--- src/lsu_ops_pkg.sv ---
// Load opcodes, load micro-op fields and FSM state enums
`default_nettype none

package lsu_ops_pkg;

    // Access size of a load
    typedef enum logic [1:0] {LDB, LDH, LDW} ldu_opcode_t;

    // Micro-op handed to the load unit by the execute stage
    typedef struct packed {
        ldu_opcode_t opcode;
        logic        signed_load;
    } ldu_uop_t;

    // Load unit waits in WAIT for forwarded or memory data
    typedef enum logic {IDLE, WAIT} load_fsm_state_t;

    // The memory port is either free or running one read or one write
    typedef enum logic [1:0] {FREE, READ, WRITE} mem_ctrl_state_t;

endpackage : lsu_ops_pkg

`default_nettype wire

--- src/lsu_types_pkg.sv ---
// Data word width, word/byte/half word view type and store buffer sizing
`default_nettype none

package lsu_types_pkg;

    // Width of every address and data word handled by the unit
    localparam int DATA_WIDTH = 32;

    // The same 32 bits seen as a word, as four bytes or as two half words
    // Byte 0 and half word 0 sit in the least significant bits
    typedef union packed {
        logic [DATA_WIDTH-1:0]               word32;
        logic [DATA_WIDTH/8-1:0][7:0]        word8;
        logic [DATA_WIDTH/16-1:0][15:0]      word16;
    } data_word_t;

    // ------------------------------
    // Store buffer sizing
    // ------------------------------

    // Number of entries held between the store unit and memory
    localparam int SB_DEPTH = 4;

    // Head and tail pointers wrap naturally at this width
    localparam int SB_PTR_WIDTH = 2;

endpackage : lsu_types_pkg

`default_nettype wire

--- src/load_store_unit.sv ---
// Load/store unit top level joining load unit, store unit, store buffer and memory controller
`timescale 1ns/1ps
`default_nettype none

module load_store_unit import lsu_types_pkg::*, lsu_ops_pkg::*; (
    input  logic        clk_i,
    input  logic        rst_n_i,
    input  logic        load_valid_i,
    input  data_word_t  load_address_i,
    input  ldu_opcode_t load_opcode_i,
    input  logic        load_signed_i,
    input  logic        store_valid_i,
    input  data_word_t  store_address_i,
    input  data_word_t  store_data_i,
    output data_word_t  load_data_o,
    output logic        load_data_valid_o,
    output logic        load_idle_o,
    output logic        store_idle_o,
    output logic        mem_req_o,
    output logic        mem_we_o,
    output data_word_t  mem_addr_o,
    output data_word_t  mem_wdata_o,
    input  data_word_t  mem_rdata_i,
    input  logic        mem_ready_i
);

    ldu_uop_t   load_uop;
    logic       stu_match, sb_match, sb_push, sb_full;
    data_word_t stu_data, sb_data, sb_push_address, sb_push_data;
    logic       ld_request, ld_valid, st_request, st_done;
    data_word_t ld_address, ld_data, st_address, st_data;

    assign load_uop = '{opcode: load_opcode_i, signed_load: load_signed_i};

    load_unit load_unit_i (
        .clk_i, .rst_n_i,
        .valid_operation_i (load_valid_i), .load_address_i, .operation_i (load_uop),
        .stu_match_i (stu_match), .stu_data_i (stu_data),
        .sb_match_i (sb_match), .sb_data_i (sb_data),
        .ld_request_o (ld_request), .ld_address_o (ld_address),
        .ld_valid_i (ld_valid), .ld_data_i (ld_data),
        .data_loaded_o (load_data_o), .data_valid_o (load_data_valid_o), .idle_o (load_idle_o)
    );

    store_unit store_unit_i (
        .clk_i, .rst_n_i,
        .valid_store_i (store_valid_i), .store_address_i, .store_data_i, .load_address_i,
        .sb_full_i (sb_full), .match_o (stu_match), .fwd_data_o (stu_data),
        .sb_push_o (sb_push), .sb_address_o (sb_push_address), .sb_data_o (sb_push_data),
        .idle_o (store_idle_o)
    );

    store_buffer store_buffer_i (
        .clk_i, .rst_n_i,
        .push_i (sb_push), .push_address_i (sb_push_address), .push_data_i (sb_push_data),
        .full_o (sb_full), .load_address_i, .match_o (sb_match), .fwd_data_o (sb_data),
        .st_request_o (st_request), .st_address_o (st_address), .st_data_o (st_data),
        .st_done_i (st_done)
    );

    memory_controller memory_controller_i (
        .clk_i, .rst_n_i,
        .ld_request_i (ld_request), .ld_address_i (ld_address),
        .ld_valid_o (ld_valid), .ld_data_o (ld_data),
        .st_request_i (st_request), .st_address_i (st_address), .st_data_i (st_data),
        .st_done_o (st_done),
        .mem_req_o, .mem_we_o, .mem_addr_o, .mem_wdata_o, .mem_rdata_i, .mem_ready_i
    );

endmodule : load_store_unit

`default_nettype wire

--- src/load_unit.sv ---
// Load unit with IDLE/WAIT FSM, forwarding capture, memory request and subword slicing
`timescale 1ns/1ps
`default_nettype none

module load_unit import lsu_types_pkg::*, lsu_ops_pkg::*; (
    input  logic       clk_i,
    input  logic       rst_n_i,
    input  logic       valid_operation_i,
    input  data_word_t load_address_i,
    input  ldu_uop_t   operation_i,
    input  logic       stu_match_i,
    input  data_word_t stu_data_i,
    input  logic       sb_match_i,
    input  data_word_t sb_data_i,
    output logic       ld_request_o,
    output data_word_t ld_address_o,
    input  logic       ld_valid_i,
    input  data_word_t ld_data_i,
    output data_word_t data_loaded_o,
    output logic       data_valid_o,
    output logic       idle_o
);

    load_fsm_state_t state_q, state_d;
    logic            fwd_q, fwd_d;
    logic            done;
    logic            idle;
    logic            accept;
    ldu_uop_t        uop_q;
    data_word_t      address_q;
    data_word_t      fwd_data_q;
    data_word_t      data_selected;
    data_word_t      data_sliced;
    logic [7:0]      byte_sel;
    logic [15:0]     half_sel;

    // ------------------------------
    // Control
    // ------------------------------

    // A pending load finishes when forwarded data is held or memory answers
    assign done   = (state_q == WAIT) & (fwd_q | ld_valid_i);
    // The unit takes a new load in the same cycle that the old one completes
    assign idle   = (state_q == IDLE) | done;
    assign accept = valid_operation_i & idle;

    assign idle_o       = idle;
    assign data_valid_o = done;

    always_ff @(posedge clk_i) begin
        if (!rst_n_i) begin
            state_q <= IDLE;
            fwd_q   <= 1'b0;
        end else begin
            state_q <= state_d;
            fwd_q   <= fwd_d;
        end
    end

    always_comb begin
        state_d      = state_q;
        fwd_d        = fwd_q;
        ld_request_o = 1'b0;
        if (done) begin
            state_d = IDLE;
            fwd_d   = 1'b0;
        end
        // Either store source makes the memory read unnecessary
        if (accept) begin
            state_d      = WAIT;
            fwd_d        = stu_match_i | sb_match_i;
            ld_request_o = ~(stu_match_i | sb_match_i);
        end
    end

    // The controller latches the address together with the request pulse
    assign ld_address_o = load_address_i;

    // ------------------------------
    // Datapath
    // ------------------------------

    // The store unit holds a younger store than any buffer entry
    always_ff @(posedge clk_i) begin
        if (accept) begin
            uop_q      <= operation_i;
            address_q  <= load_address_i;
            fwd_data_q <= stu_match_i ? stu_data_i : sb_data_i;
        end
    end

    always_comb begin
        data_selected = fwd_q ? fwd_data_q : ld_data_i;
        byte_sel      = data_selected.word8[address_q[1:0]];
        half_sel      = data_selected.word16[address_q[1]];
        // Fill bits copy the sign only for a signed load
        case (uop_q.opcode)
            LDB:     data_sliced.word32 = {{(DATA_WIDTH-8){uop_q.signed_load & byte_sel[7]}},
                                           byte_sel};
            LDH:     data_sliced.word32 = {{(DATA_WIDTH-16){uop_q.signed_load & half_sel[15]}},
                                           half_sel};
            default: data_sliced = data_selected;
        endcase
    end

    assign data_loaded_o = data_sliced;

endmodule : load_unit

`default_nettype wire

--- src/memory_controller.sv ---
// Single-port memory controller arbitrating load reads and store buffer drains
`timescale 1ns/1ps
`default_nettype none

module memory_controller import lsu_types_pkg::*, lsu_ops_pkg::*; (
    input  logic       clk_i,
    input  logic       rst_n_i,
    input  logic       ld_request_i,
    input  data_word_t ld_address_i,
    output logic       ld_valid_o,
    output data_word_t ld_data_o,
    input  logic       st_request_i,
    input  data_word_t st_address_i,
    input  data_word_t st_data_i,
    output logic       st_done_o,
    output logic       mem_req_o,
    output logic       mem_we_o,
    output data_word_t mem_addr_o,
    output data_word_t mem_wdata_o,
    input  data_word_t mem_rdata_i,
    input  logic       mem_ready_i
);

    mem_ctrl_state_t state_q;
    logic            ld_pending_q;
    data_word_t      ld_address_q;

    // Only one transaction is in flight so a ready pulse belongs to the current state
    assign ld_valid_o = (state_q == READ) & mem_ready_i;
    assign st_done_o  = (state_q == WRITE) & mem_ready_i;
    assign ld_data_o  = mem_rdata_i;

    always_ff @(posedge clk_i) begin
        if (!rst_n_i) begin
            state_q      <= FREE;
            ld_pending_q <= 1'b0;
            mem_req_o    <= 1'b0;
            mem_we_o     <= 1'b0;
        end else begin
            mem_req_o <= 1'b0;
            case (state_q)
                // A waiting load goes out before any buffer drain
                FREE: begin
                    if (ld_pending_q) begin
                        state_q      <= READ;
                        ld_pending_q <= 1'b0;
                        mem_req_o    <= 1'b1;
                        mem_we_o     <= 1'b0;
                    end else if (st_request_i) begin
                        state_q   <= WRITE;
                        mem_req_o <= 1'b1;
                        mem_we_o  <= 1'b1;
                    end
                end
                default: begin
                    if (mem_ready_i) begin
                        state_q <= FREE;
                    end
                end
            endcase
            // The request is remembered even while a write is still running
            if (ld_request_i) begin
                ld_pending_q <= 1'b1;
            end
        end
    end

    always_ff @(posedge clk_i) begin
        if (ld_request_i) begin
            ld_address_q <= ld_address_i;
        end
        if (state_q == FREE) begin
            mem_addr_o  <= ld_pending_q ? ld_address_q : st_address_i;
            mem_wdata_o <= st_data_i;
        end
    end

endmodule : memory_controller

`default_nettype wire

--- src/store_buffer.sv ---
// Four-entry store FIFO with youngest-match forwarding and drain to memory
`timescale 1ns/1ps
`default_nettype none

module store_buffer import lsu_types_pkg::*; (
    input  logic       clk_i,
    input  logic       rst_n_i,
    input  logic       push_i,
    input  data_word_t push_address_i,
    input  data_word_t push_data_i,
    output logic       full_o,
    input  data_word_t load_address_i,
    output logic       match_o,
    output data_word_t fwd_data_o,
    output logic       st_request_o,
    output data_word_t st_address_o,
    output data_word_t st_data_o,
    input  logic       st_done_i
);

    data_word_t              address_q [SB_DEPTH];
    data_word_t              data_q    [SB_DEPTH];
    logic [SB_PTR_WIDTH-1:0] head_q, tail_q;
    logic [SB_PTR_WIDTH:0]   count_q;
    logic                    do_push, do_pop;
    logic [SB_PTR_WIDTH-1:0] idx;

    assign full_o       = (count_q == (SB_PTR_WIDTH+1)'(SB_DEPTH));
    assign st_request_o = (count_q != '0);
    assign do_push      = push_i & ~full_o;
    // The head leaves only once memory has acknowledged its write
    assign do_pop       = st_done_i & st_request_o;

    // ------------------------------
    // Pointers and occupancy
    // ------------------------------

    always_ff @(posedge clk_i) begin
        if (!rst_n_i) begin
            head_q  <= '0;
            tail_q  <= '0;
            count_q <= '0;
        end else begin
            if (do_push) begin
                tail_q <= tail_q + 1'b1;
            end
            if (do_pop) begin
                head_q <= head_q + 1'b1;
            end
            case ({do_push, do_pop})
                2'b10:   count_q <= count_q + 1'b1;
                2'b01:   count_q <= count_q - 1'b1;
                default: count_q <= count_q;
            endcase
        end
    end

    always_ff @(posedge clk_i) begin
        if (do_push) begin
            address_q[tail_q] <= push_address_i;
            data_q[tail_q]    <= push_data_i;
        end
    end

    // ------------------------------
    // Forwarding search
    // ------------------------------

    // Walk from oldest to youngest so that a later hit overrides an earlier one
    always_comb begin
        match_o    = 1'b0;
        fwd_data_o = '0;
        idx        = head_q;
        for (int i = 0; i < SB_DEPTH; i++) begin
            idx = head_q + SB_PTR_WIDTH'(i);
            if ((int'(count_q) > i) &&
                (address_q[idx][DATA_WIDTH-1:2] == load_address_i[DATA_WIDTH-1:2])) begin
                match_o    = 1'b1;
                fwd_data_o = data_q[idx];
            end
        end
    end

    // The head entry stays put until its write completes
    assign st_address_o = address_q[head_q];
    assign st_data_o    = data_q[head_q];

endmodule : store_buffer

`default_nettype wire

--- src/store_unit.sv ---
// Store unit holding one accepted store until the store buffer takes it
`timescale 1ns/1ps
`default_nettype none

module store_unit import lsu_types_pkg::*; (
    input  logic       clk_i,
    input  logic       rst_n_i,
    input  logic       valid_store_i,
    input  data_word_t store_address_i,
    input  data_word_t store_data_i,
    input  data_word_t load_address_i,
    input  logic       sb_full_i,
    output logic       match_o,
    output data_word_t fwd_data_o,
    output logic       sb_push_o,
    output data_word_t sb_address_o,
    output data_word_t sb_data_o,
    output logic       idle_o
);

    logic       valid_q;
    logic       accept;
    logic       push;
    data_word_t address_q;
    data_word_t data_q;

    // A new store is only taken while nothing is held
    assign accept = valid_store_i & ~valid_q;
    // The held store moves to the buffer as soon as a slot is free
    assign push   = valid_q & ~sb_full_i;

    always_ff @(posedge clk_i) begin
        if (!rst_n_i) begin
            valid_q <= 1'b0;
        end else if (accept) begin
            valid_q <= 1'b1;
        end else if (push) begin
            valid_q <= 1'b0;
        end
    end

    always_ff @(posedge clk_i) begin
        if (accept) begin
            address_q <= store_address_i;
            data_q    <= store_data_i;
        end
    end

    // Stores write whole words so only the word address is compared
    assign match_o    = valid_q & (address_q[DATA_WIDTH-1:2] == load_address_i[DATA_WIDTH-1:2]);
    assign fwd_data_o = data_q;

    assign sb_push_o    = push;
    assign sb_address_o = address_q;
    assign sb_data_o    = data_q;
    assign idle_o       = ~valid_q;

endmodule : store_unit

`default_nettype wire

--- config.mk ---
export PLATFORM = sky130hd
export DESIGN_NAME = load_store_unit
export DESIGN_NICKNAME = d
export VERILOG_FILES = /design/src/lsu_ops_pkg.sv /design/src/lsu_types_pkg.sv /design/src/load_store_unit.sv /design/src/load_unit.sv /design/src/memory_controller.sv /design/src/store_buffer.sv /design/src/store_unit.sv
export SDC_FILE = /design/constraint.sdc
export NUM_CORES = 1
export LEC_CHECK = 0
export BUFFER_PORTS_ARGS = -buffer_cell sky130_fd_sc_hd__buf_2
export CORE_ASPECT_RATIO = 1.5
export CORE_MARGIN = 5
export CORE_UTILIZATION = 55
export CTS_BUF_LIST = sky130_fd_sc_hd__clkbuf_2 sky130_fd_sc_hd__clkbuf_4 sky130_fd_sc_hd__clkbuf_8
export DETAILED_ROUTE_END_ITERATION = 8
export GPL_TIMING_DRIVEN = 0
export HOLD_SLACK_MARGIN = 0.12
export PLACE_DENSITY = 0.8
export SLEW_MARGIN = 20
export SYNTH_ARGS = -nofsm -noshare
export SYNTH_HDL_FRONTEND = slang
export SYNTH_HIERARCHICAL = 1
export SYNTH_SLANG_ARGS = --single-unit
--- constraint.sdc ---
create_clock -name clk_i -period 4.75 [get_ports clk_i]
set_clock_uncertainty 0.2 [all_clocks]
set_input_delay 0.7125 -clock clk_i [delete_from_list [all_inputs] [get_ports clk_i]]
set_output_delay 0.7125 -clock clk_i [all_outputs]
set_load 0.01 [all_outputs]
==> metrics <==
status=finished with violations; failing checks=negative setup slack; fin nets=2,350; Leak=10.58 nW; Post-synth EDFFs=453; Placed Area=0.02846 mm²; clock buffer depth=3; detailed-route via count=19,250; FF-to-FF Start=store_buffer_i/head_q[0]$_SDFFE_PN0P_; # rows=98; crit path DAT=5.00 ns; Total Routed Length=92,460 µm; switch share=25.08%; root buffer cell=clkbuf_8; drt pass-1 iters=5; Yosys reg bits=470; DR WL/cell=32.29 µm; Slowest-stage cell, CP=mux2i_2; YS warnings=6; pin count of the biggest net entering global routing=42; ys async rst share=0%; switching power=0.002425 W; first-pass GRT wire length=133,600 µm; syn avg cell area=14.34 µm²; Simple-Gate Fraction of Synth Area=4.355%; Synthesized Nets=1,984; Core Area=0.04758 mm²; Sum Neg Setup Slack=-0.4851 ns; portion of total power attributed to the clock network=37.5%; Die ar.=0.05247 mm²; Die Y=278.1 µm; sequential power share=50.7%; Clock Latency Late Sink=0.65 ns; crit-path max cell delay=0.52 ns; CTS tree=built; XOR/XNOR share of the synthesized area=4.355%; max capacitance violation total=0; cell-internal power=0.007244 W; Crit. End Element=register; Port Buffers=204; final-report setup violation count=23; worst hold margin=0.1817 ns; combinational share of power=11.7%; hold crit path type=in2reg; CTS clock-pin slew for the worst setup and hold paths=0.07 ns; worst vdd ir=0.0002532 V; startpoint types=register; Post-Synthesis Cell Area=0.02635 mm²; Inserted Clock Buffers=72; GPL Wtd Cong=1.052; total global-route track usage=34.75%; vias in the first global route=19,920; DP Wirelength=67,790 µm; Hold Violations, Final=0; fmax=0.2072 GHz; vias per inst=6.723; register area share after synthesis=52.92%; layout cells sized above 1=36.84%; Pins Over Slew Limit=0; Setup CP Type=reg2reg; clk sinks=470; minimum clock period=4.827 ns; Netlist cell types=74; # H-tree levels=3; most frequent cell on the critical path=buf_12; Post-Syn Instances=1,837; Starting DRT DRC Count=1,932; Main synth FF type=edfxtp_1; crit path launch=store_buffer_i/head_q[0]$_SDFFE_PN0P_; DRC Markers=0; Power Dens Cells=311.1 mW/mm²; I/O pin cnt=237; Die W=188.7 µm; antenna-violating nets left=0; worst-path fanout max=10; CP cell instances=buf_6, buf_12, buf_12, buf_12, buf_8, mux2i_2, mux2i_1, a32o_1, nor4bb_1, nand4_1, buf_4, or2_2, clkbuf_1, buf_2, o221ai_1, a22oi_1, mux2_2; Final period util=101.6%; area delta synth->final=17.97%; Slew @ Worst Pin=0.9759 ns; starting density of the core=55.38%; Finished Cell Area=0.03108 mm²; final setup margin=-0.07685 ns; GRT overflow=0; Worst EP required=4.92 ns; post-synthesis mux area share=21.98%; Synth Area in Adders=0.5224%; compound-cell area share of the yosys netlist=9.930%; antenna violations before repair=2; min-delay src=load_address_i[5]; Worst slew margin=34.80%; main combinational cell family by area after synthesis=multiplexers
==> worst max-delay path, delay by kind of cell, from the launching register on <==
family	cells	cell delay, ns
AO/OA/AOI/OAI	3	0.55
buffers and inverters	8	1.62
flip-flops	1	0.33
multiplexers	3	1.05
AND/OR/NAND/NOR	3	0.74
==> Yosys cell counts (4+ instances only) <==
master,n,area [µm²]
nor2_1,58,217.7
xor2_1,51,446.7
o221ai_1,41,359.1
or4_1,4,30.03
dfxtp_1,17,340.3
a21boi_0,33,247.7
clkbuf_1,61,229.0
o22ai_1,26,162.7
nor2b_1,12,75.07
nor3_1,6,30.03
a22oi_1,40,300.3
a211oi_1,4,30.03
mux4_2,122,2748
mux2i_1,162,1622
nand2b_1,5,31.28
a2111oi_0,7,61.31
mux4_1,6,157.7
nor4_1,13,81.33
edfxtp_1,453,13600
ha_1,11,137.6
buf_4,109,818.3
a221o_1,9,90.09
and2_1,14,87.58
nand3_1,5,25.02
nand4_1,18,112.6
xnor2_1,80,700.7
a21oi_1,59,295.3
mux2_2,109,1227
inv_1,23,86.33
buf_6,11,123.9
buf_2,35,175.2
a221oi_1,6,52.55
o2bb2ai_1,4,35.03
buf_1,16,60.06
nand2_1,70,262.8
o21ai_0,46,230.2
a2111oi_2,30,450.4
==> metrics by stage <==
stage / util (%) / cells / setup WS (ns) / power [W]
2_1_floorplan: - / 1837 / 0.4437 / 0.005545
3_3_place_gp: 59.11 / 2641 / -2.096 / 0.005991
3_5_place_dp: 59.82 / 2653 / -1.225 / 0.006041
4_1_cts: 65.10 / 2860 / 0.007102 / 0.009713
5_1_grt: 65.33 / 2862 / -0.009485 / 0.009993
6_report: 65.34 / 2863 / -0.07685 / 0.009669
==> registers in the layout (all words and copies together) (netlist names), 3 cells and up, named ones only <==
signal / cells
store_buffer_i/count_q: 3
store_buffer_i/data_q: 128
load_unit_i/uop_q: 3
store_buffer_i/address_q: 128
memory_controller_i/ld_address_q: 32
memory_controller_i/mem_wdata_o: 32
store_unit_i/sb_address_o: 32
memory_controller_i/mem_addr_o: 32
store_unit_i/fwd_data_o: 32
load_unit_i/fwd_data_q: 32
==> power by group through the flow <==
stage | clock network (W) | registers, W | logic, W
6_report | 0.00363 | 0.00491 | 0.00114
3_3_place_gp | 0 | 0.00500 | 0.000990
3_5_place_dp | 0 | 0.00499 | 0.00106
5_1_grt | 0.00389 | 0.00492 | 0.00119
2_1_floorplan | 0 | 0.00500 | 0.000541
4_1_cts | 0.00369 | 0.00490 | 0.00112
==> path summary, 6_finish.rpt <==
check | cells after the start | slack, ns | end
setup / recovery | 17 | -0.08 | load_unit_i/fwd_data_q[7]$_DFFE_PP_
setup reg to reg | 17 | -0.08 | load_unit_i/fwd_data_q[7]$_DFFE_PP_
hold reg to reg | 2 | 0.31 | memory_controller_i/mem_we_o$_SDFFE_PN0P_
hold / removal | 2 | 0.18 | memory_controller_i/ld_address_q[5]$_DFFE_PP_
==> area by class of cell <==
cell class | count | area, µm²
fill | 3446 | 16490
timing repair buffer | 292 | 2067
multi-input combinational | 1106 | 11140
antenna | 2 | 5.005
inverter | 25 | 93.84
tap | 600 | 750.7
sequential | 470 | 13940
clock buffer | 92 | 1172
clock inverter | 40 | 357.8
buffer | 236 | 1555
==> logic make-up after synthesis <==
family	Yosys count
AOI/OAI and AO/OA	336
xor gates and xnor gates	131
adders and majority gates	11
buffers and inverters	261
DFF	470
muxes	401
and+or+nand+nor	227
==> metal layers <==
layer | vias up | routed length, µm | track usage (%)
li1 | 7989 | - | -
met1 | 9636 | 29580 | 37.16
met2 | 1273 | 47870 | 62.57
met3 | 347 | 6669 | 5.257
met4 | 2 | 8332 | 24.38
met5 | - | 13 | 0
==> timing repair <==
action | in CTS | in global routing
buffers inserted | 5 | 1
setup endpoints to repair | 66 | 65
gates resized for setup | 59 | 30
hold buffers | 70 | 0
pin swaps | 3 | 4
endpoints found under the hold margin | 70 | 0
==> cells in the final DEF (no fill, tap or decap), drive strengths merged, types with 17 or more instances in the layout <==
cell and count:
dlygate4sd3 70, a2111oi 38, inv 25, o21ai 46, a22oi 40, xor2 51
nand2 70, mux2 109, nor2 59, o22ai 26, o221ai 41, mux4 128
xnor2 80, a21oi 59, clkbuf 156, a21boi 33, nand4 18, edfxtp 453
mux2i 164, clkinv 32, dfxtp 17, buf 392
Note: power is estimated with default switching activity, not from simulation.
